`src/fb_defines.svh`:
```
/* Framebuffer size macros */

`ifndef FB_DEFINES_SVH
`define FB_DEFINES_SVH

// Framebuffer word address
// Wide enough to index every word of the memory
`define FB_ADDR_WIDTH 12

// Screen coordinates
// Largest resolution per axis is 127
`define FB_X_WIDTH 7
`define FB_Y_WIDTH 7

// One pixel in RGB565 layout
`define FB_PIXEL_WIDTH 16

// Number of pixel words in the on-chip framebuffer
// Must match 2 ** FB_ADDR_WIDTH
`define FB_MEM_DEPTH 4096

`endif

```
`src/fb_frag_pkg.sv`:
```
/* Fragment types */

`include "fb_defines.svh"

package fb_frag_pkg;

    //////////////////////////////////////////////////
    // Scalar types
    //////////////////////////////////////////////////

    // Color value written into the framebuffer
    typedef logic [`FB_PIXEL_WIDTH-1:0] pixel_t;

    // Linear word address in the framebuffer
    typedef logic [`FB_ADDR_WIDTH-1:0] addr_t;

    // Screen position, origin at the bottom left
    typedef logic [`FB_X_WIDTH-1:0] xpos_t;
    typedef logic [`FB_Y_WIDTH-1:0] ypos_t;

    //////////////////////////////////////////////////
    // Fragment and clear state
    //////////////////////////////////////////////////

    // One fragment as it travels toward the writer
    // Position is kept next to the address for the scissor test
    typedef struct packed {
        pixel_t data;
        logic   strb;
        addr_t  addr;
        xpos_t  xpos;
        ypos_t  ypos;
    } frag_t;

    // Clear generator states
    typedef enum logic [0:0] {
        CLR_IDLE,
        CLR_RUN
    } clear_state_e;

endpackage

```
`src/fb_cfg_pkg.sv`:
```
/* Configuration types */

`include "fb_defines.svh"

package fb_cfg_pkg;

    //////////////////////////////////////////////////
    // Screen configuration
    //////////////////////////////////////////////////

    // Active resolution in pixels per axis
    // Zero on either axis means an empty screen
    typedef struct packed {
        fb_frag_pkg::xpos_t x;
        fb_frag_pkg::ypos_t y;
    } res_t;

    // Scissor rectangle with exclusive upper bounds
    // Passes when x0 <= x < x1 and y0 <= y < y1
    typedef struct packed {
        fb_frag_pkg::xpos_t x0;
        fb_frag_pkg::ypos_t y0;
        fb_frag_pkg::xpos_t x1;
        fb_frag_pkg::ypos_t y1;
    } scissor_t;

    // Clear color shares the pixel layout of the framebuffer
    typedef fb_frag_pkg::pixel_t clear_color_t;

endpackage

```
`src/frag_if.sv`:
```
/* Fragment stream interface */

`include "fb_defines.svh"

interface frag_if;

    // Handshake
    // Transfer on an edge where valid and ready are both high
    logic valid;
    logic ready;

    // Marks the final fragment of a clear
    logic last;

    // Payload, held steady while valid waits for ready
    fb_frag_pkg::frag_t frag;

    // Producer side
    modport source (
        output valid,
        output last,
        output frag,
        input  ready
    );

    // Consumer side
    modport sink (
        input  valid,
        input  last,
        input  frag,
        output ready
    );

endinterface

```
`src/fb_clear.sv`:
```
/* Framebuffer clear generator */

`include "fb_defines.svh"

module fb_clear (
    input  logic                   aclk,
    input  logic                   resetn,

    // Configuration
    input  fb_cfg_pkg::res_t       res,
    input  fb_cfg_pkg::clear_color_t clear_color,

    // Fragments from the pixel pipeline
    frag_if.sink                   s_frag,

    // Fragments toward the writer
    frag_if.source                 m_frag,

    // Start pulse and idle level
    input  logic                   apply,
    output logic                   applied
);

    //////////////////////////////////////////////////
    // Counters and decode
    //////////////////////////////////////////////////

    fb_frag_pkg::clear_state_e state;

    fb_frag_pkg::xpos_t x_cnt;
    fb_frag_pkg::ypos_t y_cnt;
    fb_frag_pkg::addr_t addr_cnt;

    fb_frag_pkg::xpos_t x_max;
    fb_frag_pkg::ypos_t y_top;

    logic               run;
    logic               x_end;
    logic               y_end;
    logic               res_ok;
    fb_frag_pkg::frag_t clr_frag;

    assign run = (state == fb_frag_pkg::CLR_RUN);

    // Pipeline is only released while no clear is in flight
    assign applied = !run;

    // Last column and top row of the configured screen
    assign x_max = res.x - 1'b1;
    assign y_top = res.y - 1'b1;

    assign x_end = (x_cnt == x_max);
    assign y_end = (y_cnt == '0);

    // Empty screen gives nothing to clear
    assign res_ok = (res.x != '0) && (res.y != '0);

    // Generated fragment always carries the strobe
    assign clr_frag = '{
        data: clear_color,
        strb: 1'b1,
        addr: addr_cnt,
        xpos: x_cnt,
        ypos: y_cnt
    };

    //////////////////////////////////////////////////
    // Output multiplexer
    //////////////////////////////////////////////////

    always_comb
    begin
        if (run)
        begin
            // Clear owns the bus, pipeline stalls
            m_frag.valid = 1'b1;
            m_frag.last  = x_end && y_end;
            m_frag.frag  = clr_frag;
            s_frag.ready = 1'b0;
        end
        else
        begin
            // Straight pass-through in zero cycles
            m_frag.valid = s_frag.valid;
            m_frag.last  = s_frag.last;
            m_frag.frag  = s_frag.frag;
            s_frag.ready = m_frag.ready;
        end
    end

    //////////////////////////////////////////////////
    // Scan sequence
    //////////////////////////////////////////////////

    // Scan starts at the top row and walks down to y = 0
    // Address runs up from 0 in the same order
    always_ff @(posedge aclk)
    begin
        if (!resetn)
        begin
            state    <= fb_frag_pkg::CLR_IDLE;
            x_cnt    <= '0;
            y_cnt    <= '0;
            addr_cnt <= '0;
        end
        else
        begin
            case (state)
                fb_frag_pkg::CLR_IDLE:
                begin
                    if (apply && res_ok)
                    begin
                        state    <= fb_frag_pkg::CLR_RUN;
                        x_cnt    <= '0;
                        y_cnt    <= y_top;
                        addr_cnt <= '0;
                    end
                end
                fb_frag_pkg::CLR_RUN:
                begin
                    // Counters hold under back-pressure
                    if (m_frag.ready)
                    begin
                        addr_cnt <= addr_cnt + 1'b1;
                        if (x_end)
                        begin
                            x_cnt <= '0;
                            // Bottom row done ends the clear
                            if (y_end)
                                state <= fb_frag_pkg::CLR_IDLE;
                            else
                                y_cnt <= y_cnt - 1'b1;
                        end
                        else
                        begin
                            x_cnt <= x_cnt + 1'b1;
                        end
                    end
                end
                default:
                begin
                    state <= fb_frag_pkg::CLR_IDLE;
                end
            endcase
        end
    end

endmodule

```
`src/flat_wrapper.sv`:
```
// flat-port wrapper written by rule: the top's interface ports become plain ports
module fb_clear_flat 
  (aclk, resetn, res, clear_color, apply, applied, s_frag_valid, s_frag_last, s_frag_frag, s_frag_ready, m_frag_valid, m_frag_last, m_frag_frag, m_frag_ready);
  frag_if s_frag_i ();
  frag_if m_frag_i ();
  input  logic aclk;
  input  logic resetn;
  input  fb_cfg_pkg::res_t res;
  input  fb_cfg_pkg::clear_color_t clear_color;
  input  logic apply;
  output logic applied;
  input wire logic [$bits(s_frag_i.valid)-1:0] s_frag_valid;
  input wire logic [$bits(s_frag_i.last)-1:0] s_frag_last;
  input wire logic [$bits(s_frag_i.frag)-1:0] s_frag_frag;
  output wire logic [$bits(s_frag_i.ready)-1:0] s_frag_ready;
  output wire logic [$bits(m_frag_i.valid)-1:0] m_frag_valid;
  output wire logic [$bits(m_frag_i.last)-1:0] m_frag_last;
  output wire logic [$bits(m_frag_i.frag)-1:0] m_frag_frag;
  input wire logic [$bits(m_frag_i.ready)-1:0] m_frag_ready;
  assign s_frag_i.valid = s_frag_valid;
  assign s_frag_i.last = s_frag_last;
  assign s_frag_i.frag = s_frag_frag;
  assign s_frag_ready = s_frag_i.ready;
  assign m_frag_valid = m_frag_i.valid;
  assign m_frag_last = m_frag_i.last;
  assign m_frag_frag = m_frag_i.frag;
  assign m_frag_i.ready = m_frag_ready;
  fb_clear u_core (.aclk(aclk), .resetn(resetn), .res(res), .clear_color(clear_color), .s_frag(s_frag_i), .m_frag(m_frag_i), .apply(apply), .applied(applied));
endmodule
```
`config.mk`:
```
export PLATFORM = sky130hd
export DESIGN_NAME = fb_clear_flat
export DESIGN_NICKNAME = d
export VERILOG_FILES = /design/src/fb_frag_pkg.sv /design/src/fb_cfg_pkg.sv /design/src/frag_if.sv /design/src/fb_clear.sv /design/src/flat_wrapper.sv
export VERILOG_INCLUDE_DIRS = /design/src
export SDC_FILE = /design/constraint.sdc
export NUM_CORES = 1
export LEC_CHECK = 0
export BUFFER_PORTS_ARGS = -buffer_cell sky130_fd_sc_hd__buf_2
export CAP_MARGIN = 5
export CORE_MARGIN = 4
export CORE_UTILIZATION = 41
export CTS_CLUSTER_SIZE = 8
export DETAILED_ROUTE_END_ITERATION = 8
export HOLD_SLACK_MARGIN = 0.1
export PLACE_DENSITY = 0.77
export SETUP_SLACK_MARGIN = 0.5
export SLEW_MARGIN = 0
export SYNTH_ARGS = -nofsm -noshare
export SYNTH_HDL_FRONTEND = slang
export SYNTH_SLANG_ARGS = --single-unit
export TNS_END_PERCENT = 100
```
`constraint.sdc`:
```
create_clock -name aclk -period 3.75 [get_ports aclk]
set_input_delay 1.125 -clock aclk [delete_from_list [all_inputs] [get_ports aclk]]
set_output_delay 1.125 -clock aclk [all_outputs]
set_load 0.005 [all_outputs]
```
-- After elaboration in Yosys (flattened, before gate mapping)
Cells that the tools add are included.
- add/subtract/negate cells: 5
- equality and inequality tests: 5
- muxes and demuxes: 21
- bitwise gates (word level): 1
- reductions and logical operators: 9
- operators by type and width (operator ; number):
    two-way mux 7 bit ; 7
    two-way mux 43 bit ; 1
    case mux 7 bit (2 select lines) ; 2
    two-way mux 12 bit ; 2
    case mux 12 bit (2 select lines) ; 1
    subtractor 7 x 1 -> 7 bit, second input constant ; 3
    nonzero test 7 bit ; 2
    adder 12 x 1 -> 12 bit, second input constant ; 1
    adder 7 x 1 -> 7 bit, second input constant ; 1
    == test 7 bit ; 1
    logical NOT 7 bit ; 1
    two-way mux 1 bit ; 7
    != test 2 bit, second input constant ; 3
    AND reduction 4 bit ; 1
    logical AND 1 bit ; 3
    != test 2 x 1 -> 1 bit, second input constant ; 1
    case mux 1 bit (2 select lines) ; 1
    AND reduction 2 bit ; 1
    logical NOT 1 bit ; 1
    NOT 1 bit ; 1
- register bits after elaboration: 27
- word-level logic and storage cells: 45

-- Depth between registers and ports, before layout
- depth after elaboration: 5
- gate-level depth with buffers: 11
- mapped depth without buffers: 8

-- Least setup slack after synthesis
OpenSTA, ideal clock, no wires.
- path kind: input to output
- from: input res[7] (netlist bit)
- to: output m_frag_last
- data arrival time: 2613 ps
- required time: 2625 ps
- path slack: 12 ps
- stages: 8
- cells stage by stage: inv_1 > ha_1 > xnor2_1 > a2111oi_2 > nand4_2 > buf_2 > nor2_1 > mux2_2
- longest elaborated chain between the ends: 4
- ends and longest elaborated chain (item ; line ; text):
    start: declaration ; flat_wrapper.sv:8 ; input fb_cfg_pkg::res_t res;
    subtractor 7 x 1 -> 7 bit ; fb_clear.sv:49 ; assign x_max = res.x - 1'b1;
    == test 7 bit ; fb_clear.sv:52 ; assign x_end = (x_cnt == x_max);
    logical AND 1 bit ; fb_clear.sv:77 ; m_frag.last = x_end && y_end;
    two-way mux 1 bit ; fb_clear.sv:73 ; if (run)
    end: declaration ; flat_wrapper.sv:17 ; output wire logic [$bits(m_frag_i.last)-1:0] m_frag_last;
Every way passes these cells.

-- Final worst setup path
- from: input res[9] (netlist bit)
- to: output m_frag_last
The elaborated chain is that of the path after synthesis.

==> results.sh <==
export IMPL_use_met1_pct=23.9
export IMPL_postLayoutCellArea_sq_um=3220
export IMPL_hp_start="u_core.addr_cnt[11]"
export IMPL_worstMarginPinSlew_ps=881
export IMPL_worstPathMaxFanout=7
export IMPL_drive_above_1_share_pct=47.4
export IMPL_crit_top_cell="buf_6"
export IMPL_fp_dieH_um=83.3
export IMPL_powerDensity_nw_per_um2=248
export IMPL_grt_pass1_vias=2473
export IMPL_crit_family="simple AND/OR/NAND/NOR gates"
export IMPL_coreArea_sq_um=5510
export IMPL_dp_hpwl_um=5230
export IMPL_vdd_drop_max_mv=0.138
export IMPL_vias=2628
export IMPL_critical_path_buf_inv_count=2
export IMPL_max_freq_mhz=277
export IMPL_dp_worst_setup_slack_ps=27.6
export IMPL_hold_violations=0
export IMPL_p_leak_nw=1.38
export IMPL_ys_seq_area_share_pct=23.3
export IMPL_dieWidth_um=83.3
export IMPL_finalClockSkew_ps=1.78
export IMPL_tns_ps=0
export IMPL_start_util_pct=42.2
export IMPL_overflow=0
export IMPL_area_growth_pct=38.6
export IMPL_worst_setup_path_start_kind="primary input"
export IMPL_synth_flop_cell="dfxtp_1"
export IMPL_htreeDepth=1
export IMPL_io_pins=126
export IMPL_track_usage_pct=19.3
export IMPL_clock_latency_ps=280
export IMPL_drt_initial_drc_count=252
export IMPL_drt_wl_total_um=6840
export IMPL_drtAntennaViolNets=0
export IMPL_nNetsFinal=492
export IMPL_grt_busiest_layer="met2"
export IMPL_relSlewSlack_pct=41.2
export IMPL_min_to="u_core.addr_cnt[11]"
export IMPL_grt_max_degree=41
export IMPL_cts_root_buf="clkbuf_8"
export IMPL_syn_nets=370
export IMPL_cts_tree="yes"
export IMPL_hold_class="register to register"
export IMPL_cap_viol_max_count=0
export IMPL_grt_first_pass_wirelength_um=11400
export IMPL_via_per_inst=5.49
export IMPL_synth_cells=286
export IMPL_fin_crit_sh_pct=96.3
export IMPL_cts_num_sinks=27
export IMPL_drv_slew=0
export IMPL_grt_use_met3_pct=3.47
export IMPL_setup_violations=0
export IMPL_grt_antenna_before_repair=0
export IMPL_fin_ws_ps=139
export IMPL_dpl_cell_area_sq_um=3050
export IMPL_endpoint_kind="output pin"
export IMPL_crit_slowest_cell="a2111oi_4"
export IMPL_wl_per_cell_um=14.3
export IMPL_post_route_min_period_ps=3610
export IMPL_clk_pin_slew_ps=100
export IMPL_die_area_sq_um=6930
export IMPL_diodes=0
export IMPL_syn_cell_area_sq_um=2320
export IMPL_ys_warn_count=0
export IMPL_io_buffers=125
export IMPL_n_fill_cell=514
export IMPL_hold_depth=2
export IMPL_synth_seq_cells=27
export IMPL_required_ps=2620
export IMPL_cts_inserted_buffers=3
export IMPL_place_gp_congestion=0.879
export IMPL_syn_area_per_cell_sq_um=8.12
export IMPL_r2r_slack_ps=1060
export IMPL_first_pass_iters=4
export IMPL_clock_path_buffers=2
export IMPL_worstPathCellList="buf_6 > nor3_4 > xnor2_2 > a2111oi_4 > nand4_2 > nor2_4 > mux2_4 > buf_6"
export IMPL_synth_edf_count=0
export IMPL_ys_types=47
export IMPL_rows=27
export IMPL_drc_errors=0
export IMPL_status="complete, no violations"
export IMPL_reg2reg_from="u_core.run"
export IMPL_grtUsageMet2_pct=34.2
export IMPL_worstPathArrival_ps=2490
export IMPL_worst_r2r_endpoint="u_core.y_cnt[6]"
export IMPL_rsz0062_at_grt="true"
export IMPL_async_flop_share_pct=0
export IMPL_worstSetupPathType="primary input to output pin"
export IMPL_cpPeakStageDelay_ps=310
export IMPL_r2r_cells=6
metal layers:
layer,part of all wire [%],wire length [um]
met5,0,0
met4,1.3,87
met3,7.8,537
met2,49,3380
met1,41,2840
synth_stat cells, drive strengths merged (9+ instances only):
cell	n	area [sq um]
dfxtp	27	541
nor3	20	105
nand3	11	55.1
mux2	41	462
a21oi	10	50.1
nand2	27	101
nor2	24	90.1
buf	9	41.3
xor2	11	96.3
xnor2	14	123
o21ai	9	45.0
placed cells by master, fill, tap and decap left out, types with 4 or more instances in the layout:
| master | netlist | final |
|---|---|---|
| or4_1 | 7 | 7 |
| nand4_1 | 4 | 4 |
| nor2_1 | 24 | 23 |
| nand2_1 | 27 | 27 |
| a31oi_1 | 4 | 4 |
| inv_1 | 7 | 5 |
| or3_1 | 4 | 4 |
| nand3_1 | 11 | 11 |
| mux2_2 | 41 | 40 |
| nor3b_1 | 4 | 4 |
| dfxtp_1 | 27 | 26 |
| o21ai_0 | 9 | 9 |
| xnor2_1 | 14 | 11 |
| buf_2 | 3 | 120 |
| a21oi_1 | 10 | 10 |
| nor3_1 | 19 | 19 |
| buf_4 | 1 | 8 |
| xor2_1 | 11 | 10 |
| ha_1 | 5 | 4 |
cell families after synthesis:
logic type,after synthesis,share of synthesized area (%)
fa+ha+maj,5,2.69
simple gates,120,27.3
compound gates,42,12.1
buf+inv,23,4.04
xor+xnor,25,9.43
flops,27,23.3
mux,44,21.2
where the power goes:
| part | switching, mW | internal [mW] |
|---|---|---|
| combinational | 0.141 | 0.160 |
| sequential | 0.0262 | 0.296 |
| clock | 0.100 | 0.0757 |
registers in the layout (all words and copies together), names as in the netlist:
register and cells:
u_core.run 1, u_core.addr_cnt 12, u_core.y_cnt 7, u_core.x_cnt 7
area by class of cell:
type                       instances  area, sq um  area share [%]
timing repair buffer             133          733            22.8
tap                               72         90.1            2.80
multi-input combinational        236         1770            55.0
clock inverter                     1         7.51           0.233
sequential                        27          542            16.8
clock buffer                       3         41.3            1.28
inverter                           7         33.8            1.05
worst max path at each step:
stage / from / to / slack, ps / depth (start not counted)
after global routing: res[9] / m_frag_last / 40 / 8
after detailed placement: res[7] / m_frag_last / 30 / 9
final: res[9] / m_frag_last / 140 / 8
after CTS: res[7] / m_frag_last / 160 / 9
after floorplan: res[8] / m_frag_last / 240 / 8
after global placement: res[8] / m_frag_last / 60 / 9
tightest hold or removal path, delay by kind of cell (launching register included):
kind	cells	cell delay, ps
flops	1	360
xor+xnor	1	70
simple gates	1	70
what timing repair did:
| action | in CTS | in global routing |
|---|---|---|
| hold buffers | 0 | 0 |
| endpoints found under the setup margin | 1 | 1 |
| setup buffers | 3 | 0 |
| pin swaps | 7 | 1 |
| gates resized for setup | 18 | 0 |
| hold endpoints to repair | 0 | 0 |
through the flow:
step / total power [mW] / hold WS, ps / util, % / std cells
floorplan: 0.489 / 478 / - / 286
global placement: 0.607 / 503 / 55.4 / 472
detailed placement: 0.614 / 514 / 55.4 / 472
CTS: 0.803 / 527 / 58.5 / 479
global route: 0.849 / 555 / 58.5 / 479
finish: 0.799 / 533 / 58.5 / 479
Note: power is estimated with default switching activity, not from simulation.
